File: config.mk
export PLATFORM = sky130hd
export DESIGN_NAME = lsu_wrap
export DESIGN_NICKNAME = d
export VERILOG_FILES = /design/src/lsu_pkg.sv /design/src/lsu_bus_if.sv /design/src/lsu_load_unit.sv /design/src/lsu_store_unit.sv /design/src/lsu_bus_arbiter.sv /design/src/lsu_wrap.sv
export VERILOG_INCLUDE_DIRS = /design/src
export SDC_FILE = /design/constraint.sdc
export NUM_CORES = 1
export LEC_CHECK = 0
export ABC_CLOCK_PERIOD_IN_PS = 4800
export BUFFER_PORTS_ARGS = -buffer_cell sky130_fd_sc_hd__buf_2
export CAP_MARGIN = 20
export CORE_AREA = 2 2 136 191
export CTS_BUF_LIST = sky130_fd_sc_hd__clkbuf_2
export CTS_CLUSTER_DIAMETER = 60
export DETAILED_ROUTE_END_ITERATION = 10
export DIE_AREA = 0 0 138 193
export GPL_TIMING_DRIVEN = 0
export SKIP_LAST_GASP = 1
export SLEW_MARGIN = 15
export SYNTH_ARGS = -nofsm -noshare
export SYNTH_HDL_FRONTEND = slang
export SYNTH_SLANG_ARGS = --single-unit
export TNS_END_PERCENT = 30
File: constraint.sdc
create_clock -name clk -period 4.8 [get_ports clk]
set_clock_uncertainty 0.15 [all_clocks]
set_input_delay 0 -clock clk [delete_from_list [all_inputs] [get_ports clk]]
set_output_delay 0 -clock clk [all_outputs]
set_load 0.005 [all_outputs]
File: src/lsu_cfg.svh
// LSU configuration with bus widths and word offset size
`ifndef LSU_CFG_SVH
`define LSU_CFG_SVH

`define LSU_ADDR_W 32
`define LSU_DATA_W 32
`define LSU_STRB_W 4

// Low address bits that select a byte within a data word
`define LSU_OFFS_W 2

`endif

File: src/lsu_pkg.sv
// LSU package with the shared vector types and enums
`include "lsu_cfg.svh"

package lsu_pkg;

  typedef logic [`LSU_ADDR_W-1:0] lsu_addr_t;
  typedef logic [`LSU_DATA_W-1:0] lsu_data_t;
  typedef logic [`LSU_STRB_W-1:0] lsu_strb_t;

  // AXI response code
  typedef logic [1:0] lsu_resp_t;

  localparam lsu_resp_t RESP_OKAY   = 2'b00;
  localparam lsu_resp_t RESP_SLVERR = 2'b10;

  typedef enum logic [1:0] {
    SIZE_BYTE = 2'd0,
    SIZE_HALF = 2'd1,
    SIZE_WORD = 2'd2
  } lsu_size_e;

  // Shared bus arbiter
  typedef enum logic [1:0] {
    ARB_IDLE  = 2'd0,
    ARB_READ  = 2'd1,
    ARB_WRITE = 2'd2,
    ARB_RESP  = 2'd3
  } arb_state_e;

endpackage

File: src/lsu_bus_if.sv
// LSU unit bus, single request and single response pulse between a unit and the arbiter
`timescale 1ns/1ps

interface lsu_bus_if;
  import lsu_pkg::*;

  // Request, held until req_ready
  logic      req_valid;
  logic      req_write;
  lsu_addr_t req_addr;
  lsu_data_t req_wdata;
  lsu_strb_t req_wstrb;
  logic      req_ready;

  // One-cycle response, no ready
  logic      resp_valid;
  lsu_data_t resp_data;
  logic      resp_err;

  modport unit (
    output req_valid,
    output req_write,
    output req_addr,
    output req_wdata,
    output req_wstrb,
    input  req_ready,
    input  resp_valid,
    input  resp_data,
    input  resp_err
  );

  modport arbiter (
    input  req_valid,
    input  req_write,
    input  req_addr,
    input  req_wdata,
    input  req_wstrb,
    output req_ready,
    output resp_valid,
    output resp_data,
    output resp_err
  );

endinterface

File: src/lsu_load_unit.sv
// LSU load unit, word reads over the shared bus with byte and half extraction
`timescale 1ns/1ps
`include "lsu_cfg.svh"

module lsu_load_unit (
  input  logic               clk,
  input  logic               reset,
  input  logic               load_valid,
  output logic               load_ready,
  input  lsu_pkg::lsu_addr_t load_addr,
  input  lsu_pkg::lsu_size_e load_size,
  input  logic               load_unsigned,
  output logic               load_resp_valid,
  output lsu_pkg::lsu_data_t load_resp_data,
  output logic               load_resp_err,
  lsu_bus_if.unit            bus
);
  import lsu_pkg::*;

  logic                                  busy;
  logic                                  req_valid_q;
  logic [`LSU_ADDR_W-`LSU_OFFS_W-1:0]    word_q;
  logic [`LSU_OFFS_W-1:0]                offs_q;
  lsu_size_e                             size_q;
  logic                                  unsigned_q;
  logic                                  accept;
  logic                                  misaligned;
  lsu_data_t                             shifted;
  lsu_data_t                             ext_data;

  assign load_ready = !busy;
  assign accept     = load_valid && load_ready;

  always_comb begin
    case (load_size)
      SIZE_HALF: misaligned = load_addr[0];
      SIZE_WORD: misaligned = |load_addr[`LSU_OFFS_W-1:0];
      default:   misaligned = 1'b0;
    endcase
  end

  // Bring the addressed byte or half down to bit 0, then extend
  always_comb begin
    shifted = bus.resp_data >> {offs_q, 3'b000};
    case (size_q)
      SIZE_BYTE: begin
        if (unsigned_q)
          ext_data = {{(`LSU_DATA_W-8){1'b0}}, shifted[7:0]};
        else
          ext_data = {{(`LSU_DATA_W-8){shifted[7]}}, shifted[7:0]};
      end
      SIZE_HALF: begin
        if (unsigned_q)
          ext_data = {{(`LSU_DATA_W-16){1'b0}}, shifted[15:0]};
        else
          ext_data = {{(`LSU_DATA_W-16){shifted[15]}}, shifted[15:0]};
      end
      default: ext_data = bus.resp_data;
    endcase
  end

  always_ff @(posedge clk) begin
    if (reset) begin
      busy            <= 1'b0;
      req_valid_q     <= 1'b0;
      load_resp_valid <= 1'b0;
      load_resp_err   <= 1'b0;
    end else begin
      load_resp_valid <= 1'b0;
      if (accept) begin
        if (misaligned) begin
          // Answered locally, nothing goes to the bus
          load_resp_valid <= 1'b1;
          load_resp_err   <= 1'b1;
        end else begin
          busy        <= 1'b1;
          req_valid_q <= 1'b1;
        end
      end
      if (bus.req_valid && bus.req_ready)
        req_valid_q <= 1'b0;
      if (bus.resp_valid && busy) begin
        busy            <= 1'b0;
        load_resp_valid <= 1'b1;
        load_resp_err   <= bus.resp_err;
      end
    end
  end

  always_ff @(posedge clk) begin
    if (accept) begin
      word_q     <= load_addr[`LSU_ADDR_W-1:`LSU_OFFS_W];
      offs_q     <= load_addr[`LSU_OFFS_W-1:0];
      size_q     <= load_size;
      unsigned_q <= load_unsigned;
    end
    if (bus.resp_valid && busy)
      load_resp_data <= ext_data;
  end

  assign bus.req_valid = req_valid_q;
  assign bus.req_write = 1'b0;
  assign bus.req_addr  = {word_q, {`LSU_OFFS_W{1'b0}}};
  assign bus.req_wdata = '0;
  assign bus.req_wstrb = '0;

  a_no_req_when_idle: assert property (
    @(posedge clk) disable iff (reset) !busy |-> !bus.req_valid
  ) else $error("load unit requests the bus while idle");

endmodule

File: src/lsu_store_unit.sv
// LSU store unit, lane aligned word writes with byte strobes over the shared bus
`timescale 1ns/1ps
`include "lsu_cfg.svh"

module lsu_store_unit (
  input  logic               clk,
  input  logic               reset,
  input  logic               store_valid,
  output logic               store_ready,
  input  lsu_pkg::lsu_addr_t store_addr,
  input  lsu_pkg::lsu_size_e store_size,
  input  lsu_pkg::lsu_data_t store_data,
  output logic               store_done,
  output logic               store_err,
  lsu_bus_if.unit            bus
);
  import lsu_pkg::*;

  logic                                  busy;
  logic                                  req_valid_q;
  logic [`LSU_ADDR_W-`LSU_OFFS_W-1:0]    word_q;
  lsu_data_t                             wdata_q;
  lsu_strb_t                             wstrb_q;
  logic                                  accept;
  logic                                  misaligned;
  lsu_data_t                             wdata_al;
  lsu_strb_t                             wstrb_al;
  logic [`LSU_OFFS_W-1:0]                offs;

  assign store_ready = !busy;
  assign accept      = store_valid && store_ready;
  assign offs        = store_addr[`LSU_OFFS_W-1:0];

  // Copy the low byte or half into every lane, strobe picks the lane
  always_comb begin
    case (store_size)
      SIZE_HALF: begin
        misaligned = offs[0];
        wdata_al   = {(`LSU_DATA_W/16){store_data[15:0]}};
        wstrb_al   = lsu_strb_t'(2'b11) << offs;
      end
      SIZE_WORD: begin
        misaligned = |offs;
        wdata_al   = store_data;
        wstrb_al   = '1;
      end
      default: begin
        misaligned = 1'b0;
        wdata_al   = {(`LSU_DATA_W/8){store_data[7:0]}};
        wstrb_al   = lsu_strb_t'(1'b1) << offs;
      end
    endcase
  end

  always_ff @(posedge clk) begin
    if (reset) begin
      busy        <= 1'b0;
      req_valid_q <= 1'b0;
      store_done  <= 1'b0;
      store_err   <= 1'b0;
    end else begin
      store_done <= 1'b0;
      if (accept) begin
        if (misaligned) begin
          store_done <= 1'b1;
          store_err  <= 1'b1;
        end else begin
          busy        <= 1'b1;
          req_valid_q <= 1'b1;
        end
      end
      if (bus.req_valid && bus.req_ready)
        req_valid_q <= 1'b0;
      if (bus.resp_valid && busy) begin
        busy       <= 1'b0;
        store_done <= 1'b1;
        store_err  <= bus.resp_err;
      end
    end
  end

  always_ff @(posedge clk) begin
    if (accept) begin
      word_q  <= store_addr[`LSU_ADDR_W-1:`LSU_OFFS_W];
      wdata_q <= wdata_al;
      wstrb_q <= wstrb_al;
    end
  end

  assign bus.req_valid = req_valid_q;
  assign bus.req_write = 1'b1;
  assign bus.req_addr  = {word_q, {`LSU_OFFS_W{1'b0}}};
  assign bus.req_wdata = wdata_q;
  assign bus.req_wstrb = wstrb_q;

  a_strb_nonzero: assert property (
    @(posedge clk) disable iff (reset) bus.req_valid |-> bus.req_wstrb != '0
  ) else $error("store request with empty strobe");

endmodule

File: src/lsu_bus_arbiter.sv
// LSU bus arbiter, round-robin between load and store units onto AXI read and write
`timescale 1ns/1ps

module lsu_bus_arbiter (
  input  logic               clk,
  input  logic               reset,
  lsu_bus_if.arbiter         load_bus,
  lsu_bus_if.arbiter         store_bus,
  output lsu_pkg::lsu_addr_t araddr,
  output logic               arvalid,
  input  logic               arready,
  input  lsu_pkg::lsu_data_t rdata,
  input  lsu_pkg::lsu_resp_t rresp,
  input  logic               rvalid,
  output logic               rready,
  output lsu_pkg::lsu_addr_t awaddr,
  output logic               awvalid,
  input  logic               awready,
  output lsu_pkg::lsu_data_t wdata,
  output lsu_pkg::lsu_strb_t wstrb,
  output logic               wvalid,
  input  logic               wready,
  input  lsu_pkg::lsu_resp_t bresp,
  input  logic               bvalid,
  output logic               bready,
  output logic               rack,
  output logic               wack
);
  import lsu_pkg::*;

  arb_state_e state;
  logic       last_store;   // last grant went to the store unit
  logic       sel_store;
  logic       write_q;
  lsu_addr_t  addr_q;
  lsu_data_t  wdata_q;
  lsu_strb_t  wstrb_q;
  logic       ar_done;
  logic       aw_done;
  logic       w_done;
  lsu_data_t  resp_data_q;
  logic       resp_err_q;
  logic       grant;
  logic       pick_store;

  assign grant = (state == ARB_IDLE) && (load_bus.req_valid || store_bus.req_valid);

  // Store wins if alone, or if the load unit won last time
  assign pick_store = store_bus.req_valid && (!load_bus.req_valid || !last_store);

  assign load_bus.req_ready  = grant && !pick_store;
  assign store_bus.req_ready = grant && pick_store;

  always_ff @(posedge clk) begin
    if (reset) begin
      state      <= ARB_IDLE;
      last_store <= 1'b0;
      sel_store  <= 1'b0;
      ar_done    <= 1'b0;
      aw_done    <= 1'b0;
      w_done     <= 1'b0;
    end else begin
      case (state)
        ARB_IDLE: begin
          if (grant) begin
            sel_store  <= pick_store;
            last_store <= pick_store;
            ar_done    <= 1'b0;
            aw_done    <= 1'b0;
            w_done     <= 1'b0;
            if (pick_store ? store_bus.req_write : load_bus.req_write)
              state <= ARB_WRITE;
            else
              state <= ARB_READ;
          end
        end
        ARB_READ: begin
          if (arvalid && arready)
            ar_done <= 1'b1;
          if (rvalid && rready)
            state <= ARB_RESP;
        end
        ARB_WRITE: begin
          if (awvalid && awready)
            aw_done <= 1'b1;
          if (wvalid && wready)
            w_done <= 1'b1;
          if (bvalid && bready)
            state <= ARB_RESP;
        end
        default: state <= ARB_IDLE;
      endcase
    end
  end

  // Latched request and response payload
  always_ff @(posedge clk) begin
    if (grant) begin
      if (pick_store) begin
        write_q <= store_bus.req_write;
        addr_q  <= store_bus.req_addr;
        wdata_q <= store_bus.req_wdata;
        wstrb_q <= store_bus.req_wstrb;
      end else begin
        write_q <= load_bus.req_write;
        addr_q  <= load_bus.req_addr;
        wdata_q <= load_bus.req_wdata;
        wstrb_q <= load_bus.req_wstrb;
      end
    end
    if (rvalid && rready) begin
      resp_data_q <= rdata;
      resp_err_q  <= rresp != RESP_OKAY;
    end else if (bvalid && bready) begin
      resp_data_q <= '0;
      resp_err_q  <= bresp != RESP_OKAY;
    end
  end

  assign araddr  = addr_q;
  assign arvalid = (state == ARB_READ) && !ar_done;
  assign rready  = state == ARB_READ;

  assign awaddr  = addr_q;
  assign wdata   = wdata_q;
  assign wstrb   = wstrb_q;
  assign awvalid = (state == ARB_WRITE) && !aw_done;
  assign wvalid  = (state == ARB_WRITE) && !w_done;
  assign bready  = state == ARB_WRITE;

  assign rack = (state == ARB_RESP) && !write_q;
  assign wack = (state == ARB_RESP) && write_q;

  assign load_bus.resp_valid  = (state == ARB_RESP) && !sel_store;
  assign store_bus.resp_valid = (state == ARB_RESP) && sel_store;
  assign load_bus.resp_data   = resp_data_q;
  assign store_bus.resp_data  = resp_data_q;
  assign load_bus.resp_err    = resp_err_q;
  assign store_bus.resp_err   = resp_err_q;

  a_ar_hold: assert property (
    @(posedge clk) disable iff (reset) arvalid && !arready |=> arvalid && $stable(araddr)
  ) else $error("arvalid dropped before arready");

  a_no_write_in_read: assert property (
    @(posedge clk) disable iff (reset) state == ARB_READ |-> !awvalid && !wvalid
  ) else $error("write channel active during a read");

  a_one_resp: assert property (
    @(posedge clk) disable iff (reset) !(load_bus.resp_valid && store_bus.resp_valid)
  ) else $error("response sent to both units");

endmodule

File: src/lsu_wrap.sv
// LSU top level, load and store units sharing one AXI-style port
`timescale 1ns/1ps

module lsu_wrap (
  input  logic               clk,
  input  logic               reset,

  // Core load side
  input  logic               load_valid,
  output logic               load_ready,
  input  lsu_pkg::lsu_addr_t load_addr,
  input  lsu_pkg::lsu_size_e load_size,
  input  logic               load_unsigned,
  output logic               load_resp_valid,
  output lsu_pkg::lsu_data_t load_resp_data,
  output logic               load_resp_err,

  // Core store side
  input  logic               store_valid,
  output logic               store_ready,
  input  lsu_pkg::lsu_addr_t store_addr,
  input  lsu_pkg::lsu_size_e store_size,
  input  lsu_pkg::lsu_data_t store_data,
  output logic               store_done,
  output logic               store_err,

  // AR and R
  output lsu_pkg::lsu_addr_t araddr,
  output logic               arvalid,
  input  logic               arready,
  input  lsu_pkg::lsu_data_t rdata,
  input  lsu_pkg::lsu_resp_t rresp,
  input  logic               rvalid,
  output logic               rready,

  // AW, W and B
  output lsu_pkg::lsu_addr_t awaddr,
  output logic               awvalid,
  input  logic               awready,
  output lsu_pkg::lsu_data_t wdata,
  output lsu_pkg::lsu_strb_t wstrb,
  output logic               wvalid,
  input  logic               wready,
  input  lsu_pkg::lsu_resp_t bresp,
  input  logic               bvalid,
  output logic               bready,

  output logic               rack,
  output logic               wack
);

  lsu_bus_if load_bus ();
  lsu_bus_if store_bus ();

  lsu_load_unit lsu_load_unit_inst (
    .clk             (clk),
    .reset           (reset),
    .load_valid      (load_valid),
    .load_ready      (load_ready),
    .load_addr       (load_addr),
    .load_size       (load_size),
    .load_unsigned   (load_unsigned),
    .load_resp_valid (load_resp_valid),
    .load_resp_data  (load_resp_data),
    .load_resp_err   (load_resp_err),
    .bus             (load_bus.unit)
  );

  lsu_store_unit lsu_store_unit_inst (
    .clk         (clk),
    .reset       (reset),
    .store_valid (store_valid),
    .store_ready (store_ready),
    .store_addr  (store_addr),
    .store_size  (store_size),
    .store_data  (store_data),
    .store_done  (store_done),
    .store_err   (store_err),
    .bus         (store_bus.unit)
  );

  lsu_bus_arbiter lsu_bus_arbiter_inst (
    .clk       (clk),
    .reset     (reset),
    .load_bus  (load_bus.arbiter),
    .store_bus (store_bus.arbiter),
    .araddr    (araddr),
    .arvalid   (arvalid),
    .arready   (arready),
    .rdata     (rdata),
    .rresp     (rresp),
    .rvalid    (rvalid),
    .rready    (rready),
    .awaddr    (awaddr),
    .awvalid   (awvalid),
    .awready   (awready),
    .wdata     (wdata),
    .wstrb     (wstrb),
    .wvalid    (wvalid),
    .wready    (wready),
    .bresp     (bresp),
    .bvalid    (bvalid),
    .bready    (bready),
    .rack      (rack),
    .wack      (wack)
  );

endmodule

==> metrics.md, run 1 <==
| Metric | Value |
|---|---|
| IO Port Bufs | `286` |
| Depth of the CTS H-tree | `2` |
| Synth Flop Type | `edfxtp_1` |
| GP Congestion | `0.935` |
| Seq cells post-synth | `247` |
| Post-detail-place hpwl | `19.1 mm` |
| Longest Clk Path Bufs | `3` |
| Chip height | `193 um` |
| Initial Utilization | `40.1%` |
| Synth Instances | `670` |
| Top-area cell type share of the netlist area | `69.7%` |
| Mapped Area | `10000 um2` |
| Seq/Total Area, Yosys | `72.5%` |
| Hold_buf cts | `283` |
| Post-CTS Setup Inserts | `0` |
| FFs w/ async S/R, synth | `0%` |
| Stop stage | `clock tree synthesis` |
| Die width | `138 um` |
| Post-CTS sizing | `0` |
| Num Clock Sinks | `247` |
| Top cells by count, synth | `edfxtp_1, nand2_1, and2_1` |
| Top-count cell post-synth | `edfxtp_1` |
| Stop err | `[ERROR RSZ-0060] Max buffer count reached.` |
| Outcome | `aborted with a tool error` |
| Syn Area/Cell | `15.0 um2` |
| Synth cell types | `48` |
| Synth warn | `0` |
| Synth area leader | `edfxtp_1` |
| FP Rows | `69` |
| Number of synthesized flops with an enable pin | `233` |
| Num CTS Buffers | `59` |
| Clock Tree Root | `clkbuf_2` |
| Largest cells by area after synthesis | `edfxtp_1, mux2_2, dfxtp_1` |
| Io pins | `291` |
-- metrics by stage --
step	setup TNS [ns]	std cells	instance area, um2	worst slack, ns
after floorplan	0	673	10000	0.663
after global placement	-73.38	1278	11900	-1.22
after detailed placement	0	1285	12100	2.35
-- kinds of logic after synthesis --
family,Yosys count,synth area share [%]
other cells,1,0.0374
fa+ha+maj,8,0.997
compound gates,115,8.25
xor+xnor,1,0.0873
flops,247,72.5
buf+inv,85,4.74
mux,41,4.51
simple gates,172,8.86
==> run 2: changes to the inputs <==
- CORE_AREA: 2 2 136 191 -> 2 2 200 202
- CTS_BUF_LIST: sky130_fd_sc_hd__clkbuf_2 -> default
- CTS_CLUSTER_DIAMETER: 60 -> default
- DIE_AREA: 0 0 138 193 -> 0 0 202 204
- PLACE_DENSITY_LB_ADDON: default -> 0.15
==> run 2 against run 1 <==
The flow now finishes without violations. Synthesized cell count unchanged. Area after synthesis did not move.
==> metrics.md, run 2 <==
| Metric | Value |
|---|---|
| RSZ-0062 raised after global routing | `false` |
| Crit-path max FO | `10` |
| Final Hold Fails | `0` |
| Final worst slack | `1.75 ns` |
| Final Cycle Share | `63.5%` |
| Mapped Area | `10000 um2 (unchanged)` |
| CP bufs+invs | `4` |
| Initial antenna violation count | `0` |
| CP Capture Type | `register` |
| Setup CP Type | `register to register` |
| P&R area growth vs syn | `49.0%` |
| IO Port Bufs | `286 (unchanged)` |
| Core area | `39200 um2` |
| Max Cap Viol | `0` |
| Leakage | `6.21 nW` |
| CP delay by family, top | `buffers and inverters` |
| Crit path arrival time | `3.19 ns` |
| Levels on crit path | `8` |
| Critical path startpoint category | `register` |
| PD cells | `415 nW/um2` |
| Layer with the highest usage | `met2` |
| Wire per inst | `17.0 um` |
| Depth of the CTS H-tree | `1 (was 2)` |
| Reg2reg setup slack | `1.75 ns` |
| GP Congestion | `0.847 (was 0.935)` |
| FP Rows | `73 (was 69)` |
| Number of synthesized flops with an enable pin | `233 (unchanged)` |
| Synth cell types | `48 (unchanged)` |
| Total track usage | `13.9%` |
| DRT Wirelength | `29.1 mm` |
| Design Area, Final | `15000 um2` |
| Number of global-route vias before repair | `7416` |
| Crit path from | `lsu_bus_arbiter_inst.state[1]` |
| Ratio of cells with drive above 1 in the final layout | `36.2%` |
| Peak Freq | `328 MHz` |
| Post-DRT Antenna Nets | `0` |
| Layout Cells excl Fill | `1714` |
| HP Class | `input pin to register` |
| Most frequent cells in the layout | `buf_2, edfxtp_1, dlygate4sd3_1` |
| Slew HR | `47.5%` |
| Longest Clk Path Bufs | `3 (unchanged)` |
| Clock Pin Slew Worst Setup and Hold Paths | `0.06 ns` |
| Synth Instances | `670 (unchanged)` |
| Worst-Skew Late Latency | `0.55 ns` |
| DIE AREA | `41200 um2` |
| Reg2reg start | `lsu_bus_arbiter_inst.state[1]` |
| Hold_buf cts | `175 (was 283)` |
| Commonest non-fill, non-tap cell in the layout | `buf_2` |
| Setup tns final | `0 ns` |
| Largest cells by area after synthesis | `edfxtp_1, mux2_2, dfxtp_1 (unchanged)` |
| Post-DR vias/cell | `4.21` |
| Hold Crit Depth | `3` |
| GR Layer Usage met2 | `24.0%` |
| Hold Crit Start | `rvalid` |
| Drt first pass iters | `6` |
| Num Clock Sinks | `247 (unchanged)` |
| Io pins | `291 (unchanged)` |
| Peak VDD IR | `246 uV` |
| FFs w/ async S/R, synth | `0% (unchanged)` |
| DR vias | `7212` |
| Initial Utilization | `25.6% (was 40.1%)` |
| R2R cell count | `8` |
| Initial DRC count | `319` |
| Seq/Total Area, Yosys | `72.5% (unchanged)` |
| Hold slack final | `0.0228 ns` |
| Post-detail-place hpwl | `20.4 mm (was 19.1 mm)` |
| Slew @ Worst Pin | `0.785 ns` |
| Slowest cell on crit path | `dlygate4sd3_1` |
| Outcome | `completed (was aborted with a tool error)` |
| Worst path max stage delay | `0.62 ns` |
| Seq cells post-synth | `247 (unchanged)` |
| Post-CTS sizing | `0 (unchanged)` |
| Worst-path cell chain | `inv_1 > ha_1 > clkbuf_1 > nand2_1 > nor3_1 > dlygate4sd3_1 > a21oi_1 > dlygate4sd3_1` |
| Post-route minimum period | `3.05 ns` |
| CP most frequent cell | `dlygate4sd3_1` |
| Met1 GRT Util | `16.7%` |
| Num CTS Buffers | `29 (was 59)` |
| Clock Tree Root | `clkbuf_16 (was clkbuf_2)` |
| Final setup vio count | `0` |
| Die width | `202 um (was 138 um)` |
| Post-placement cell count | `1490 (was 1285)` |
| Synth area leader | `edfxtp_1 (unchanged)` |
| Top cells by count, synth | `edfxtp_1, nand2_1, and2_1 (unchanged)` |
| Worst endpoint required time | `4.95 ns` |
| Syn Area/Cell | `15.0 um2 (unchanged)` |
| Largest net degree at the start of global routing | `37` |
| DRC viols | `0` |
| Ant diodes | `0` |
| Met3 usage | `3.68%` |
| Top-count cell post-synth | `edfxtp_1 (unchanged)` |
| Grt ovf | `0` |
| Pins over their slew limit | `0` |
| Chip height | `204 um (was 193 um)` |
| Placed cell areas | `12300 um2 (was 12100 um2)` |
| DP Worst Slack | `2.29 ns (was 2.35 ns)` |
| Global-route wire length before repair | `43.5 mm` |
| Post-CTS Setup Inserts | `0 (unchanged)` |
| Synth Flop Type | `edfxtp_1 (unchanged)` |
| Final #Nets | `1325` |
| CTS tree | `yes` |
| Top-area cell type share of the netlist area | `69.7% (unchanged)` |
| Synth warn | `0 (unchanged)` |
==> run 2: cell counts after synthesis <==
No cell type changed its count.
==> run 2: cells by family (layout without fill, tap and decap cells) <==
kind of cell | count (synthesis) | after routing | share of synthesized area, %
and+or+nand+nor | 172 | 172 | 8.86
muxes | 41 | 41 | 4.51
AOI/OAI and AO/OA | 115 | 115 | 8.25
buffers and inverters | 85 | 601 | 4.74
xor gates and xnor gates | 1 | 1 | 0.0873
DFF | 247 | 247 | 72.5
other | 1 | 4 | 0.0374
adders and majority gates | 8 | 8 | 0.997
==> run 2: area by class of cell <==
class	count	area, um2
buffer	70	419
clock buffer	30	729
clock inverter	19	174
fill	3798	24200
inverter	15	56.3
multi-input combinational	341	2320
sequential	247	7280
tap	525	657
timing repair buffer	467	3320
==> run 2: worst paths after layout <==
| path | endpoint |
|---|---|
| hold / removal | lsu_bus_arbiter_inst.load_bus.resp_data[12] |
| hold reg to reg | lsu_bus_arbiter_inst.state[1] |
| setup / recovery | lsu_bus_arbiter_inst.load_bus.resp_err |
| setup reg to reg | lsu_bus_arbiter_inst.load_bus.resp_err |
==> run 2: worst reg2reg max path, delay by kind of cell (launching register included) <==
family / cells / cell delay, ns
AOI/OAI and AO/OA: 1 / 0.05
DFF: 1 / 0.33
adders and majority gates: 1 / 0.17
and+or+nand+nor: 2 / 0.48
buffers and inverters: 4 / 1.61
==> run 2: layer usage <==
layer | vias up | routed length (um)
li1 | 3463 | -
met1 | 3487 | 12100
met2 | 209 | 14200
met3 | 53 | 2040
met4 | 0 | 816
met5 | - | 0
==> run 2: power by group <==
| group | switching (mW) | internal, mW |
|---|---|---|
| Clock | 0.864 | 1.25 |
| Sequential | 0.134 | 2.75 |
| Combinational | 0.633 | 0.579 |
==> run 2: per-stage QoR <==
| stage | total power [mW] | util, % |
|---|---|---|
| final | 6.21 | 38.2 |
| after global placement | 4.03 | 31.0 |
| after floorplan | 3.47 | - |
| after detailed placement | 4.04 | 31.4 |
| after CTS | 6.33 | 38.2 |
| after global routing | 6.54 | 38.2 |
No activity file was read; power rests on OpenSTA's default activity.
